**src/hw/fetch_config.svh**
```systemverilog
`ifndef FETCH_CONFIG_SVH
`define FETCH_CONFIG_SVH

// byte address width of the fetch path
`define FETCH_ADDR_W 20

// one cache tile, eight 16-bit instructions
`define FETCH_TILE_W 128

// tile memory depth, in tiles
`define FETCH_MEM_TILES 256

// cycles from accepted request to the OK pulse, at least 2
`define FETCH_MEM_LATENCY 3

`endif

```
**src/hw/fetchPkg.sv**
```systemverilog
`include "fetch_config.svh"

package fetchPkg;

	typedef logic [`FETCH_ADDR_W-1:0] pcAddrT;       // byte address
	typedef logic [`FETCH_ADDR_W-5:0] tileAddrT;     // byte address without low 4 bits
	typedef logic [`FETCH_TILE_W-1:0] tileDataT;     // one tile
	typedef logic [15:0] instrWordT;                 // one instruction

	// operation code toward memory, held as a level
	typedef enum logic [1:0]
	{
		MEM_OPM_READY   = 2'd0, // idle
		MEM_OPM_RD_TILE = 2'd1  // read one tile
	} memOpmT;

	// memory status back to the tile
	typedef enum logic [1:0]
	{
		MEM_OK_READY = 2'd0,
		MEM_OK_OK    = 2'd1 // one-cycle pulse with data
	} memOkT;

	// cache status toward the PC unit
	typedef enum logic [1:0]
	{
		FETCH_OK_READY = 2'd0, // not yet valid
		FETCH_OK_OK    = 2'd1, // word valid
		FETCH_OK_HOLD  = 2'd2  // stall on miss
	} fetchOkT;

	typedef enum logic [1:0]
	{
		IDLE,
		BUSY,
		RESPOND
	} tileMemStateT;

endpackage

```
**src/hw/fetchPcUnit.sv**
```systemverilog
`timescale 1ns/1ps

module fetchPcUnit
(
	input  logic              clock,
	input  logic              arstN,
	input  logic              fetchEnable,   // level, low holds pc
	input  logic              redirectValid, // one-cycle strobe
	input  fetchPkg::pcAddrT  redirectPc,
	input  fetchPkg::fetchOkT fetchOk,
	output fetchPkg::pcAddrT  pc
);

	import fetchPkg::*;

	pcAddrT nextPc;
	pcAddrT redirectAligned;
	logic   advance;

	// redirect targets are forced to halfword alignment
	assign redirectAligned = {redirectPc[$bits(pcAddrT)-1:1], 1'b0};

	// only step when the cache delivered a word and fetch is on
	assign advance = fetchEnable && (fetchOk == FETCH_OK_OK);

	// priority is redirect, then sequential step, then hold
	always_comb
	begin
		nextPc = pc;
		if (redirectValid)
		begin
			nextPc = redirectAligned;
		end
		else if (advance)
		begin
			nextPc = pc + pcAddrT'(2); // next halfword
		end
	end

	always_ff @(posedge clock or negedge arstN)
	begin
		if (!arstN)
		begin
			pc <= '0;
		end
		else
		begin
			pc <= nextPc;
		end
	end

endmodule

```
**config.mk**
```make
export PLATFORM = sky130hd
export DESIGN_NAME = fetchPcUnit
export DESIGN_NICKNAME = d
export VERILOG_FILES = /design/src/hw/fetchPkg.sv /design/src/hw/fetchPcUnit.sv
export VERILOG_INCLUDE_DIRS = /design/src /design/src/hw
export SDC_FILE = /design/constraint.sdc
export NUM_CORES = 1
export LEC_CHECK = 0
export BUFFER_PORTS_ARGS = -buffer_cell sky130_fd_sc_hd__buf_2
export CAP_MARGIN = 20
export CORE_MARGIN = 2
export CORE_UTILIZATION = 51
export DETAILED_ROUTE_END_ITERATION = 8
export GPL_ROUTABILITY_DRIVEN = 1
export HOLD_SLACK_MARGIN = 0.08
export PLACE_DENSITY = 0.83
export SLEW_MARGIN = 15
export SYNTH_ARGS = -nofsm -noshare
export SYNTH_HDL_FRONTEND = slang
export SYNTH_SLANG_ARGS = --single-unit
```
**constraint.sdc**
```tcl
create_clock -name clock -period 3.8 [get_ports clock]
set_input_delay 0.19 -clock clock [delete_from_list [all_inputs] [get_ports clock]]
set_output_delay 0.19 -clock clock [all_outputs]
set_load 0.01 [all_outputs]
```
==> impl_results.md <==
* Met2 wire length at 1250 um
* Slew HR at 0.585
* Final ANT Viol Nets at 0
* Final Core Density at 0.657
* Mapped Nets at 155
* Number of max-cap violations at 0
* Clock Pin Slew Worst Setup and Hold Paths at 0.12 ns
* Row cnt at 17
* Layout cells sized above 1 at 0.308
* Drt drc at 0
* Total gr overflow at 0
* Worst EP arrival at 2.11 ns
* Setup ws final at 1.89 ns
* Worst-margin pin slew at 0.623 ns
* Antenna violations before repair at 0
* Met3 wire len at 154 um
* Fin area at 1440 um2
* Crit Path Class: register to register
* CP max stage delay at 0.47 ns
* Final setup viols at 0
* Biggest register: pc
* CP Launch Type: register
* Chip Height at 51.8 um
* Maximum vdd drop at 0.000295 V
* Endpoints failing hold at 0
* Mapped Area at 1160 um2
* Area grow syn2layout at 23.7%
* Placer Congestion at 0.773
* CP required at 4.00 ns
* First-pass GRT wire length at 4210 um
* Tmin final at 1.91 ns
* RSZ-0062 raised after global routing: false
* Pre-CTS WS at 1.89 ns
* # clock sinks at 19
* Vias at 1084
* Endpoint class of the critical path: register
* Yosys reg bits at 19
* F_max at 524 MHz
* IO Port Bufs at 43
* Worst-skew pair later-pin latency at 0.30 ns
* Final HPWL DP at 1840 um
* Fin Clk Skew at 0.00995 ns
* Core Area at 2190 um2
* Most frequent cells in the layout: 43 x buf_2, 21 x nand2_1, 19 x dfrtp_1, 12 x o21ai_0, 8 x xnor2_1
* Tot Pwr at 0.468 mW
* Root Buffer: clkbuf_4
* Gate Count Post-Synth at 128
* Final hold slack at 0.0875 ns
* Number of global-route vias before repair at 1013
* Synth Warn # at 0
* Clock H-tree levels at 1
* Max FFs per register at 19
* Crit-path cells: ha_1 > nand4b_1 > nor4_4 > a31oi_1 > o31a_1
* Top delay family on crit path: simple AND/OR/NAND/NOR gates
* Post-route insts no fill at 200
* CP bufs+invs at 0
* Ant. Diodes at 0
* Period utilization at 0.502
* Initial Utilization at 0.531
* Top sig layer: met4
* Regs by FF count: pc: 19 flops
* Status: complete, no violations
* Chip Width at 51.8 um
* Routed wire length at 2450 um
* 1st-pass router iterations at 4
* Setup TNS at 0 ns
* Wirelength per Cell at 12.3 um
* Die area at 2680 um2
* Critical path's slowest cell: dfrtp_1
* CTS tree: built
* Post-synthesis sequential area ratio at 0.409
* Postcts setup bufs at 0
* LEAKAGE at 0.656 nW
* Vias per cell at 5.42
* Largest net degree at the start of global routing at 43
* Commonest non-fill, non-tap cell in the layout: buf_2
* Syn avg cell area at 9.09 um2
* Max clock buf depth at 2
* Power per cell area at 325 nW/um2
* Area after DPL at 1390 um2
* Met1 Routed Length at 1050 um
* Number of distinct library cells after synthesis at 31
* Number of DRC markers in iteration 0 at 20
* CP max FO at 6
* Final Max Tran Viols at 0
* Min-delay worst type: input port to register
* Total clock buffers created by CTS at 3
* Total GRT Usage at 0.209
* Fin nets at 200
* Ports at 46
* Placed cell count at 194
## Yosys cell counts
cell,count,area share
a21boi_0,1,0.0065
buf_4,1,0.0065
nand2b_1,2,0.011
conb_1,1,0.0032
nand4_2,1,0.011
mux2i_1,6,0.052
dfrtp_1,19,0.41
o31a_1,2,0.015
nand3b_1,2,0.013
nand2_1,21,0.068
clkbuf_1,4,0.013
nor3_1,6,0.026
nor4_4,2,0.037
a21bo_2,1,0.0086
nor4_1,3,0.016
nand3_4,1,0.015
nor2b_1,4,0.022
xor2_1,2,0.015
ha_1,1,0.011
nand3_1,6,0.026
a31oi_1,2,0.011
nand4_1,1,0.0054
nor2_1,6,0.019
o21ai_1,1,0.0043
nand4b_1,2,0.015
a22oi_1,3,0.019
xnor2_1,8,0.060
and4_2,1,0.0086
inv_1,5,0.016
and3b_1,1,0.0075
o21ai_0,12,0.052
## where the power goes
part / leakage, nW / internal [mW] / switching [mW] / total [mW]
Combinational: 0.417 / 0.0530 / 0.0594 / 0.112
Sequential: 0.222 / 0.223 / 0.0287 / 0.252
Clock: 0.0177 / 0.0392 / 0.0643 / 0.104
## logic make-up after synthesis
family | Yosys count | synth area share
and+or+nand+nor | 59 | 0.299
xor gates and xnor gates | 10 | 0.0753
DFF | 19 | 0.409
AOI/OAI and AO/OA | 22 | 0.116
buffers and inverters | 10 | 0.0355
other | 1 | 0.00322
muxes | 6 | 0.0516
adders and majority gates | 1 | 0.0108
## per-layer routing
metal | GRT usage | vias up
li1 | - | 537
met1 | 0.254 | 511
met2 | 0.376 | 34
met3 | 0.0517 | 2
met4 | 0.0395 | 0
met5 | 0 | -
## final timing paths
kind,startpoint,endpoint,slack [ns],cells past startpoint
setup / recovery,pc[1],pc[19],1.89,5
hold / removal,redirectPc[17],pc[17],0.09,3
setup reg to reg,pc[1],pc[19],1.89,5
hold reg to reg,pc[10],pc[10],0.61,2
max in group asynchronous,arstN,pc[3],3.14,2
min in group asynchronous,arstN,pc[4],0.34,2
## what timing repair did
item / in CTS / in global routing
hold buffers: 2 / 0
hold endpoints to repair: 20 / 0
gates resized for setup: 0 / 0
## worst register-to-register path: stages, from the launching register on
cell      delay, ns
dfrtp_1        0.47
ha_1           0.18
nand4b_1       0.27
nor4_4         0.45
a31oi_1        0.15
o31a_1         0.30
## layout make-up
type	count	area, um2
clock inverters	1	5.00
well taps	28	35.0
clock buffers	3	22.5
repair buffers	45	235
inverters	5	18.8
fillers	195	752
flip-flops and latches	19	475
multi-input cells	99	647
No activity file was read; power rests on OpenSTA's default activity.
