**config.mk**
```make
export PLATFORM = sky130hd
export DESIGN_NAME = icacheTile
export DESIGN_NICKNAME = d
export VERILOG_FILES = /design/src/hw/fetchPkg.sv /design/src/hw/icacheTile.sv
export VERILOG_INCLUDE_DIRS = /design/src /design/src/hw
export SDC_FILE = /design/constraint.sdc
export NUM_CORES = 1
export LEC_CHECK = 0
export BUFFER_PORTS_ARGS = -buffer_cell sky130_fd_sc_hd__buf_2
export CORE_MARGIN = 2
export CORE_UTILIZATION = 51
export CTS_BUF_LIST = sky130_fd_sc_hd__clkbuf_16
export DETAILED_ROUTE_END_ITERATION = 10
export PLACE_DENSITY = 0.76
export SETUP_SLACK_MARGIN = 0.1
export SKIP_LAST_GASP = 1
export SLEW_MARGIN = 25
export SYNTH_ARGS = -nofsm -noshare
export SYNTH_HDL_FRONTEND = slang
export SYNTH_SLANG_ARGS = --single-unit
```
**constraint.sdc**
```tcl
create_clock -name clock -period 2.98 [get_ports clock]
set_input_delay 0.596 -clock clock [delete_from_list [all_inputs] [get_ports clock]]
set_output_delay 0.596 -clock clock [all_outputs]
set_load 0.02 [all_outputs]
```
**src/hw/fetch_config.svh**
```systemverilog
`ifndef FETCH_CONFIG_SVH
`define FETCH_CONFIG_SVH

// byte address width of the fetch path
`define FETCH_ADDR_W 20

// one cache tile, eight 16-bit instructions
`define FETCH_TILE_W 128

// tile memory depth, in tiles
`define FETCH_MEM_TILES 256

// cycles from accepted request to the OK pulse, at least 2
`define FETCH_MEM_LATENCY 3

`endif

```
**src/hw/fetchPkg.sv**
```systemverilog
`include "fetch_config.svh"

package fetchPkg;

	typedef logic [`FETCH_ADDR_W-1:0] pcAddrT;       // byte address
	typedef logic [`FETCH_ADDR_W-5:0] tileAddrT;     // byte address without low 4 bits
	typedef logic [`FETCH_TILE_W-1:0] tileDataT;     // one tile
	typedef logic [15:0] instrWordT;                 // one instruction

	// operation code toward memory, held as a level
	typedef enum logic [1:0]
	{
		MEM_OPM_READY   = 2'd0, // idle
		MEM_OPM_RD_TILE = 2'd1  // read one tile
	} memOpmT;

	// memory status back to the tile
	typedef enum logic [1:0]
	{
		MEM_OK_READY = 2'd0,
		MEM_OK_OK    = 2'd1 // one-cycle pulse with data
	} memOkT;

	// cache status toward the PC unit
	typedef enum logic [1:0]
	{
		FETCH_OK_READY = 2'd0, // not yet valid
		FETCH_OK_OK    = 2'd1, // word valid
		FETCH_OK_HOLD  = 2'd2  // stall on miss
	} fetchOkT;

	typedef enum logic [1:0]
	{
		IDLE,
		BUSY,
		RESPOND
	} tileMemStateT;

endpackage

```
**src/hw/icacheTile.sv**
```systemverilog
`timescale 1ns/1ps

module icacheTile
(
	input  logic                clock,
	input  logic                arstN,
	input  fetchPkg::pcAddrT    pc,
	output fetchPkg::fetchOkT   fetchOk,
	output fetchPkg::instrWordT instrWord,
	output fetchPkg::tileAddrT  memAddr,   // held stable while reading
	output fetchPkg::memOpmT    memOpm,
	input  fetchPkg::memOkT     memOk,
	input  fetchPkg::tileDataT  memData
);

	import fetchPkg::*;

	tileDataT tileData;  // the cached tile
	tileAddrT tileTag;   // tile index of tileData
	logic     tileReady; // tileData holds a filled tile

	tileAddrT pcTile;
	logic [2:0] wordIdx;
	logic     tileMiss;
	logic     fillNow;

	assign pcTile  = pc[$bits(pcAddrT)-1:4];
	assign wordIdx = pc[3:1];
	assign fillNow = (memOk == MEM_OK_OK);

	assign tileMiss = !tileReady || (tileTag != pcTile);

	// status and word follow pc in the same cycle
	always_comb
	begin
		fetchOk   = FETCH_OK_READY;
		instrWord = tileData[{wordIdx, 4'b0000} +: 16];
		if (tileMiss)
		begin
			fetchOk = FETCH_OK_HOLD;
		end
		else
		begin
			fetchOk = FETCH_OK_OK;
		end
	end

	// request side and the ready flag
	always_ff @(posedge clock or negedge arstN)
	begin
		if (!arstN)
		begin
			memOpm    <= MEM_OPM_READY;
			memAddr   <= '0;
			tileReady <= 1'b0;
		end
		else if (fillNow)
		begin
			// fill lands even if pc moved away meanwhile
			memOpm    <= MEM_OPM_READY;
			tileReady <= 1'b1;
		end
		else if ((memOpm == MEM_OPM_READY) && tileMiss)
		begin
			memOpm  <= MEM_OPM_RD_TILE; // one cycle after miss seen
			memAddr <= pcTile;          // latched, stays put until OK
		end
	end

	// tile payload
	always_ff @(posedge clock)
	begin
		if (fillNow)
		begin
			tileData <= memData;
			tileTag  <= memAddr; // tag of the request, not of pc
		end
	end

endmodule

```
==> summary.md, run 1 <==
| Metric | Value |
|---|---|
| Status | `complete, no violations` |
| Crit Path Class | `flop to output port` |
| Detail Route Antenna Nets | `0` |
| Critical Path Start Type | `flop` |
| Setup Viol. Count Final | `0` |
| Layer with the highest usage | `met2` |
| Die H | `115 um` |
| Worst EP arrival | `2.21 ns` |
| Yosys reg bits | `162` |
| Final setup margin | `0.170 ns` |
| H-tree levels | `4` |
| Drc violations | `0` |
| Avg Cell Area, Syn | `22.9 um^2` |
| Die width | `115 um` |
| Initial drt markers | `338` |
| Vias | `3308` |
| CP max FO | `2` |
| Die Area | `13100 um^2` |
| Hold WS | `0.103 ns` |
| Sink Count | `162` |
| Final hold vios | `0` |
| Largest net degree at the start of global routing | `147` |
| Crit path required time | `2.38 ns` |
| Post-layout min period | `2.81 ns` |
| First-pass GRT wire length | `18200 um` |
| Initial Util | `52.1%` |
| First-pass DRT Iterations | `4` |
| Fin crit share | `94.3%` |
| Number of synthesis warnings | `0` |
| Synth-to-layout area growth | `28.3%` |
| Cell count after synthesis | `272` |
| Overall Global Routing Usage | `19.3%` |
| Commonest cells in the netlist | `edfxtp_1, mux4_2, mux2_2` |
| Row count | `40` |
| Worst skew pair latency | `0.42 ns` |
| Post-synthesis cell area | `6240 um^2` |
| GRT overflow | `0` |
| Pwr/cell area | `706 nW/um^2` |
| # nets final | `620` |
| Core footprint | `12000 um^2` |
| Post-Route Skew | `0.00526 ns` |
| WL/cell | `19.5 um` |
| R2r setup slk | `0.88 ns` |
| Layout cell share with drive strength beyond 1 | `60.7%` |
| Sequential element share of the synthesized area | `76.5%` |
| Synth unique cells | `27` |
| Cell taking the most area after synthesis | `edfxtp_1` |
| DR vias/cell | `5.25` |
| Place WS | `0.225 ns` |
| Clock tree buffer depth | `2` |
| I/O pins | `188` |
| Largest cells by area after synthesis | `edfxtp_1, mux4_2, dfrtp_1` |
| Path depth of the worst reg2reg path | `6` |
| Share of the synthesized area in the top cell type | `69.3%` |
| GR Util met1 | `23.6%` |
| Worst IR Drop VDD | `0.469 mV` |
| Mapped Nets | `424` |
| Most numerous cell in the Yosys netlist | `edfxtp_1` |
| Leakage Power | `3.11 nW` |
| Final Max Slew Viols | `0` |
| Total CTS buffers | `17` |
| Slew HR | `46.4%` |
| Initial antenna violation count | `2` |
| CTS clk-pin slew, worst paths | `0.06 ns` |
| M2 GR Usage | `30.8%` |
| Number of global-route vias before repair | `3444` |
| Top FF cell, synth | `edfxtp_1` |
| Hold Buf Count CTS | `0` |
| GR Util met3 | `8.31%` |
| Worst slew pin tran | `0.805 ns` |
| CP Capture Type | `output port` |
| TritonCTS clock tree | `yes` |
| Overall routed net length | `12300 um` |
| Core Util, Final | `66.9%` |
| HPWL Detailed | `8150 um` |
| Port bufs | `185` |
| Max Fclk | `356 MHz` |
| Hold Crit Class | `input port to async pin` |
| Max cap viols | `0` |
| Layout fillers | `806` |
| Number of synthesized flops with an enable pin | `144` |
| Clock root buffer | `clkbuf_16` |
| RSZ-0062 raised after global routing | `false` |
| Ys async rst share | `11.1%` |
| Gpl congestion | `0.754` |
metal layers:
layer  routed length, um  share of wire [%]
met1                4950                 40
met2                6050                 49
met3                1150                9.4
met4                 123                1.0
met5                   0                  0
critical path, cell delays in order, from the launching register on:
cell	delay [ns]
edfxtp_1	0.39
xor2_1	0.17
nor4_2	0.37
nand2_1	0.09
or4_4	0.56
inv_1	0.08
buf_4	0.13
sequential cells by signal, summed over array words and instances (netlist names):
signal	flops
tileTag	16
memOpm	1
memAddr	16
tileReady	1
tileData	128
final timing paths:
check	end	from
max	fetchOk[0]	tileTag[0]
min	memAddr[8]	arstN
max reg2reg	memAddr[6]	tileTag[0]
min reg2reg	tileTag[8]	memAddr[8]
max in group asynchronous	memAddr[12]	arstN
min in group clock	tileData[38]	memData[38]
report_power, final:
part | switching, mW | internal (mW)
clock network | 0.857 | 1.48
registers | 0.0652 | 2.68
logic | 0.283 | 0.288
cell families after synthesis:
logic type	Yosys count	share of synthesized area (%)
flops	162	76.5
mux	64	17.9
xor+xnor	16	2.25
simple gates	15	1.73
buf+inv	13	1.22
compound gates	1	0.261
other cells	1	0.0601
final cells by class:
type	count	area (um^2)	share of cell area [%]
diodes	2	5.00	0.0625
clock buffers	17	425	5.32
clock inverters	15	215	2.69
inverters	1	3.75	0.0469
multi-input cells	97	1400	17.5
flip-flops and latches	162	4770	59.7
well taps	147	184	2.30
repair buffers	189	996	12.4
placed cells by master (no fill, tap or decap), types with 2 or more instances in the layout:
cell type	n
dfrtp_1	18
diode_2	2
buf_12	3
mux2_2	22
or2_2	2
clkbuf_16	17
edfxtp_1	144
bufinv_16	5
clkinvlp_4	2
nor2_1	2
xnor2_1	8
clkinv_2	4
nand2_1	2
xor2_1	8
mux2_4	10
buf_2	184
clkinv_4	3
mux4_2	32
buf_4	2
metrics by stage:
| stage | cells | setup TNS [ns] | power [mW] | cell area (um^2) |
|---|---|---|---|---|
| after floorplan | 272 | -47.79 | 3.12 | 6240 |
| after global placement | 596 | 0 | 3.34 | 7350 |
| after detailed placement | 596 | 0 | 3.37 | 7350 |
| after CTS | 628 | 0 | 5.71 | 7990 |
| after global routing | 629 | 0 | 5.85 | 8000 |
| final | 630 | 0 | 5.65 | 8000 |
timing repair:
action                                  in CTS  in global routing
setup buffers                                0                  0
resized for setup                            0                  2
endpoints found under the setup margin       0                  1
(Power assumes the default switching activity.)
==> run 2: changes to the inputs <==
CELL_PAD_IN_SITES_DETAIL_PLACEMENT = 1   (was default)
CELL_PAD_IN_SITES_GLOBAL_PLACEMENT = 1   (was default)
CORE_UTILIZATION = 43   (was 51)
==> run 2 against run 1 <==
Compared with the run above: sequential power about the same; flip-flop and latch count is the same; largest power group unchanged; critical endpoint unchanged; combinational power up 2%; critical path type unchanged.
==> summary.md, run 2 (synthesis gave the netlist of run 1 again) <==
| Metric | Value |
|---|---|
| Total CTS buffers | `17` |
| CP max FO | `2` |
| Port bufs | `185` |
| Die H | `124 um` |
| Final Cell Area | `7960 um^2` |
| RSZ-0062 raised after global routing | `false` |
| Status | `complete, no violations` |
| GRT overflow | `0` |
| Vias | `3362` |
| Top flop regs | `tileData: 128 flops, memAddr: 16 flops, tileTag: 16 flops` |
| First-pass DRT Iterations | `4` |
| I/O pins | `188` |
| Final Max Slew Viols | `0` |
| Post-layout min period | `2.71 ns` |
| Critical path buffer and inverter count | `2` |
| Slowest cell on the critical path | `or4_4` |
| Max cap viols | `0` |
| Synth-to-layout area growth | `27.6%` |
| Max Fclk | `369 MHz` |
| CP top delay family | `simple AND/OR/NAND/NOR gates` |
| TritonCTS clock tree | `yes` |
| Critical Path Start Type | `flop` |
| Post-Route Skew | `0.00707 ns` |
| Initial drt markers | `315` |
| Largest net degree at the start of global routing | `147` |
| Power, Total | `5.33 mW` |
| Worst skew pair latency | `0.42 ns` |
| Crit Path Class | `flop to output port` |
| Clock tree buffer depth | `2` |
| H-tree levels | `4` |
| Gpl congestion | `0.720` |
| Overall Global Routing Usage | `18.5%` |
| First-pass GRT wire length | `21300 um` |
| Initial antenna violation count | `2` |
| Sink Count | `162` |
| Setup Viol. Count Final | `0` |
| Hold Buf Count CTS | `0` |
| Slew HR | `39.0%` |
| Crit-path cells | `xor2_1, nor4_2, nand2_1, or4_4, inv_1, buf_4` |
| WL/cell | `20.2 um` |
| Biggest register | `tileData` |
| Detail Route Antenna Nets | `0` |
| HPWL Detailed | `9360 um` |
| R2r setup slk | `0.93 ns` |
| Overall routed net length | `13500 um` |
| Core Util, Final | `55.4%` |
| DR vias/cell | `5.04` |
| Core footprint | `14400 um^2` |
| Row count | `44` |
| Worst IR Drop VDD | `0.405 mV` |
| Initial Util | `43.4%` |
| Fin crit share | `91.0%` |
| Crit path required time | `2.38 ns` |
| Number of global-route vias before repair | `3754` |
| Final hold vios | `0` |
| Drc violations | `0` |
| Worst EP arrival | `2.11 ns` |
| # nets final | `623` |
| Layout cell share with drive strength beyond 1 | `59.3%` |
| Worst slew pin tran | `0.915 ns` |
| Die width | `124 um` |
| Critical path's largest stage delay | `0.44 ns` |
| CP Capture Type | `output port` |
| Commonest non-fill, non-tap cell in the layout | `buf_2` |
| Die Area | `15500 um^2` |
| CTS clk-pin slew, worst paths | `0.06 ns` |
| Pwr/cell area | `670 nW/um^2` |
| Leakage Power | `3.09 nW` |
| Hold Crit Class | `input port to async pin` |
| Clock root buffer | `clkbuf_16` |
| Most frequent cells in the layout | `buf_2, edfxtp_1, mux4_2, mux2_2, dfrtp_1` |
| Max reg flops | `128` |
| Area post-placement | `7420 um^2` |
[run 2: per-stage QoR]
step	hold WS (ns)	TNS, ns	setup WS (ns)	std cells
after CTS	0.114	0	0.102	666
after detailed placement	0.458	0	0.217	636
final	0.121	0	0.269	667
after global routing	0.133	0	0.199	666
after floorplan	0.300	-47.79	-0.860	272
after global placement	0.447	0	0.220	636
[run 2: where the power goes]
part	total (mW)	internal, mW	switching [mW]	leakage, nW
registers	2.75	2.68	0.0678	1.56
logic	0.580	0.291	0.290	1.25
clock network	2.00	1.19	0.807	0.277
[run 2: cell type report]
type,instances,area (um^2)
inverter,1,3.75
tap,184,230
sequential,162,4770
clock inverter,13,108
multi-input combinational,97,1400
timing repair buffer,192,1020
clock buffer,17,425
fill,1337,6410
antenna,1,2.50
[run 2: timing repair]
action / CTS / global route
gates resized for setup: 0 / 2
setup buffers: 0 / 0
setup endpoints to repair: 0 / 2
[run 2: final timing paths]
path | end | from | depth (start not counted)
min in group clock | tileData[116] | memData[116] | 1
worst max register to register | memAddr[8] | tileTag[0] | 6
max in group asynchronous | memAddr[0] | arstN | 1
worst min-delay path | memAddr[2] | arstN | 1
worst min register to register | tileTag[7] | memAddr[7] | 0
worst max-delay path | fetchOk[0] | tileTag[0] | 6
[run 2: worst reg2reg max path, stage by stage, from the launching register on]
cell      delay (ns)
edfxtp_1        0.39
xor2_1          0.17
nor4_2          0.40
nand3_2         0.17
o21ai_4         0.14
buf_4           0.30
mux2_2          0.38
[run 2: per-layer routing]
layer,GRT usage (%),wire [um],vias up,share of wire (%)
li1,-,-,1507,-
met1,23.1,5480,1698,41
met2,30.2,6730,136,50
met3,7.00,1070,21,7.9
met4,5.62,223,0,1.7
met5,0,0,-,0
==> run 3: changes to the inputs <==
SETUP_SLACK_MARGIN = 0.3   (was 0.1)
==> run 3 against run 2 <==
Compared with the run above: clock power about the same; routed wire length about the same; flip-flop and latch count unchanged; sequential power about the same; first-iteration DRC count up 4.4%; critical path depth down 1; final area up 0.17%; critical path type unchanged.
==> summary.md, run 3 (synthesis gave the netlist of run 1 again) <==
| Metric | Value |
|---|---|
| Detail Route Antenna Nets | `0` |
| Commonest non-fill, non-tap cell in the layout | `buf_2` |
| Pwr/cell area | `668 nW/um^2` |
| Most frequent cells in the layout | `buf_2, edfxtp_1, mux4_2, mux2_2, dfrtp_1` |
| Crit Path Class | `flop to output port` |
| Synth-to-layout area growth | `27.8%` |
| Top flop regs | `tileData: 128 flops, memAddr: 16 flops, tileTag: 16 flops` |
| Core footprint | `14400 um^2` |
| Layout cell share with drive strength beyond 1 | `59.6%` |
| Layout fillers | `1335` |
| GRT overflow | `0` |
| HPWL Detailed | `9360 um` |
| CP Capture Type | `output port` |
| Initial Util | `43.4%` |
| Critical path launch point | `tileTag[14]` |
| Clock root buffer | `clkbuf_16` |
| Max Fclk | `380 MHz` |
| DR vias/cell | `5.05` |
| Sink Count | `162` |
| Critical Path Start Type | `flop` |
| Max cap viols | `0` |
| CP top delay family | `simple AND/OR/NAND/NOR gates` |
| Post-Route Skew | `0.00640 ns` |
| Overall routed net length | `13500 um` |
| Critical path buffer and inverter count | `1` |
| Max reg flops | `128` |
| Largest net degree at the start of global routing | `147` |
| Initial drt markers | `329` |
| Fin crit share | `88.4%` |
| Leakage Power | `3.09 nW` |
| Worst slew pin tran | `0.841 ns` |
| Number of global-route vias before repair | `3762` |
| Final Max Slew Viols | `0` |
| CTS clk-pin slew, worst paths | `0.06 ns` |
| Initial antenna violation count | `2` |
| TritonCTS clock tree | `yes` |
| Crit-path cells | `xor2_1, nor4_2, nand2_1, or4_4, buf_2` |
| First-pass DRT Iterations | `4` |
| Path depth of the worst reg2reg path | `7` |
| I/O pins | `188` |
| Final hold vios | `0` |
| Die Area | `15500 um^2` |
| Slew HR | `43.9%` |
| WP depth | `5` |
| R2R Path End | `memAddr[8]` |
| R2r setup slk | `0.88 ns` |
| Vias | `3371` |
| Clock tree buffer depth | `2` |
| Port bufs | `185` |
| Die H | `124 um` |
| Worst IR Drop VDD | `0.405 mV` |
| Die width | `124 um` |
| Critical Path Sink | `fetchOk[1]` |
| Drc violations | `0` |
| Hold WS | `0.122 ns` |
| Post-layout min period | `2.63 ns` |
| Worst EP arrival | `2.04 ns` |
| Setup Viol. Count Final | `0` |
| Hold Crit Class | `input port to async pin` |
| RR Startpoint | `tileTag[14]` |
| Worst skew pair latency | `0.41 ns` |
| RSZ-0062 raised after global routing | `true` |
| Gpl congestion | `0.720` |
| Status | `complete, no violations` |
| Power, Total | `5.33 mW` |
| CP max FO | `2` |
| Row count | `44` |
| Biggest register | `tileData` |
| Slowest cell on the critical path | `or4_4` |
| Total CTS buffers | `17` |
| WL/cell | `20.2 um` |
| First-pass GRT wire length | `21300 um` |
| # nets final | `624` |
| Overall Global Routing Usage | `18.5%` |
| H-tree levels | `4` |
| Hold Buf Count CTS | `0` |
| Crit path required time | `2.38 ns` |
| Critical path's largest stage delay | `0.44 ns` |
## run 3: cell types whose count changed in the layout (fill, tap and decap cells not counted), sizes merged
| cell | change |
|---|---|
| buf | +1 |
## run 3: what timing repair did
action / CTS / global route
pin swaps: 3 / 2
buffers inserted: 1 / 0
resized for setup: 3 / 2
setup endpoints to repair: 6 / 2
## run 3: power breakdown
part / internal [mW] / switching [mW] / total (mW) / leakage [nW]
registers: 2.68 / 0.0677 / 2.75 / 1.56
clock network: 1.19 / 0.806 / 2.00 / 0.277
logic: 0.292 / 0.289 / 0.581 / 1.26
## run 3: worst min path at each step
| stage | startpoint | end | slack [ns] | depth (start not counted) |
|---|---|---|---|---|
| global route | arstN | memAddr[2] | 0.13 | 1 |
| CTS | arstN | memAddr[9] | 0.11 | 1 |
| finish | arstN | memAddr[2] | 0.12 | 1 |
| global placement | memAddr[7] | tileTag[7] | 0.45 | 0 |
| floorplan | arstN | memAddr[0] | 0.30 | 0 |
| detailed placement | memAddr[9] | tileTag[9] | 0.46 | 0 |
## run 3: cell type report
cell class	count	area [um^2]	area share (%)
antenna	1	2.50	0.0314
clock buffer	17	425	5.34
clock inverter	13	108	1.35
inverter	1	3.75	0.0471
multi-input combinational	97	1400	17.5
sequential	162	4770	59.9
tap	184	230	2.89
timing repair buffer	193	1030	12.9
## run 3: metrics by stage
step / setup slack, ns / cells / utilization [%] / setup TNS, ns / cell area [um^2]
after global routing: 0.249 / 667 / 55.5 / 0 / 7970
final: 0.345 / 668 / 55.5 / 0 / 7970
after global placement: 0.220 / 636 / 51.6 / 0 / 7420
after detailed placement: 0.217 / 636 / 51.6 / 0 / 7420
after CTS: 0.277 / 667 / 55.5 / 0 / 7970
after floorplan: -0.860 / 272 / - / -47.79 / 6240
## run 3: worst register-to-register path, cell delays in order (launching register included)
cell	delay (ns)
edfxtp_1	0.38
xor2_1	0.16
nor4_2	0.37
buf_4	0.18
nand3_2	0.10
o21ai_4	0.14
buf_4	0.30
mux2_2	0.38
## run 3: routing by layer
metal	up-vias	GRT usage [%]	share of wire [%]
met5	-	0	0
met4	0	5.62	1.6
met3	19	7.00	8.1
met2	143	30.3	50
met1	1699	23.1	40
li1	1510	-	-
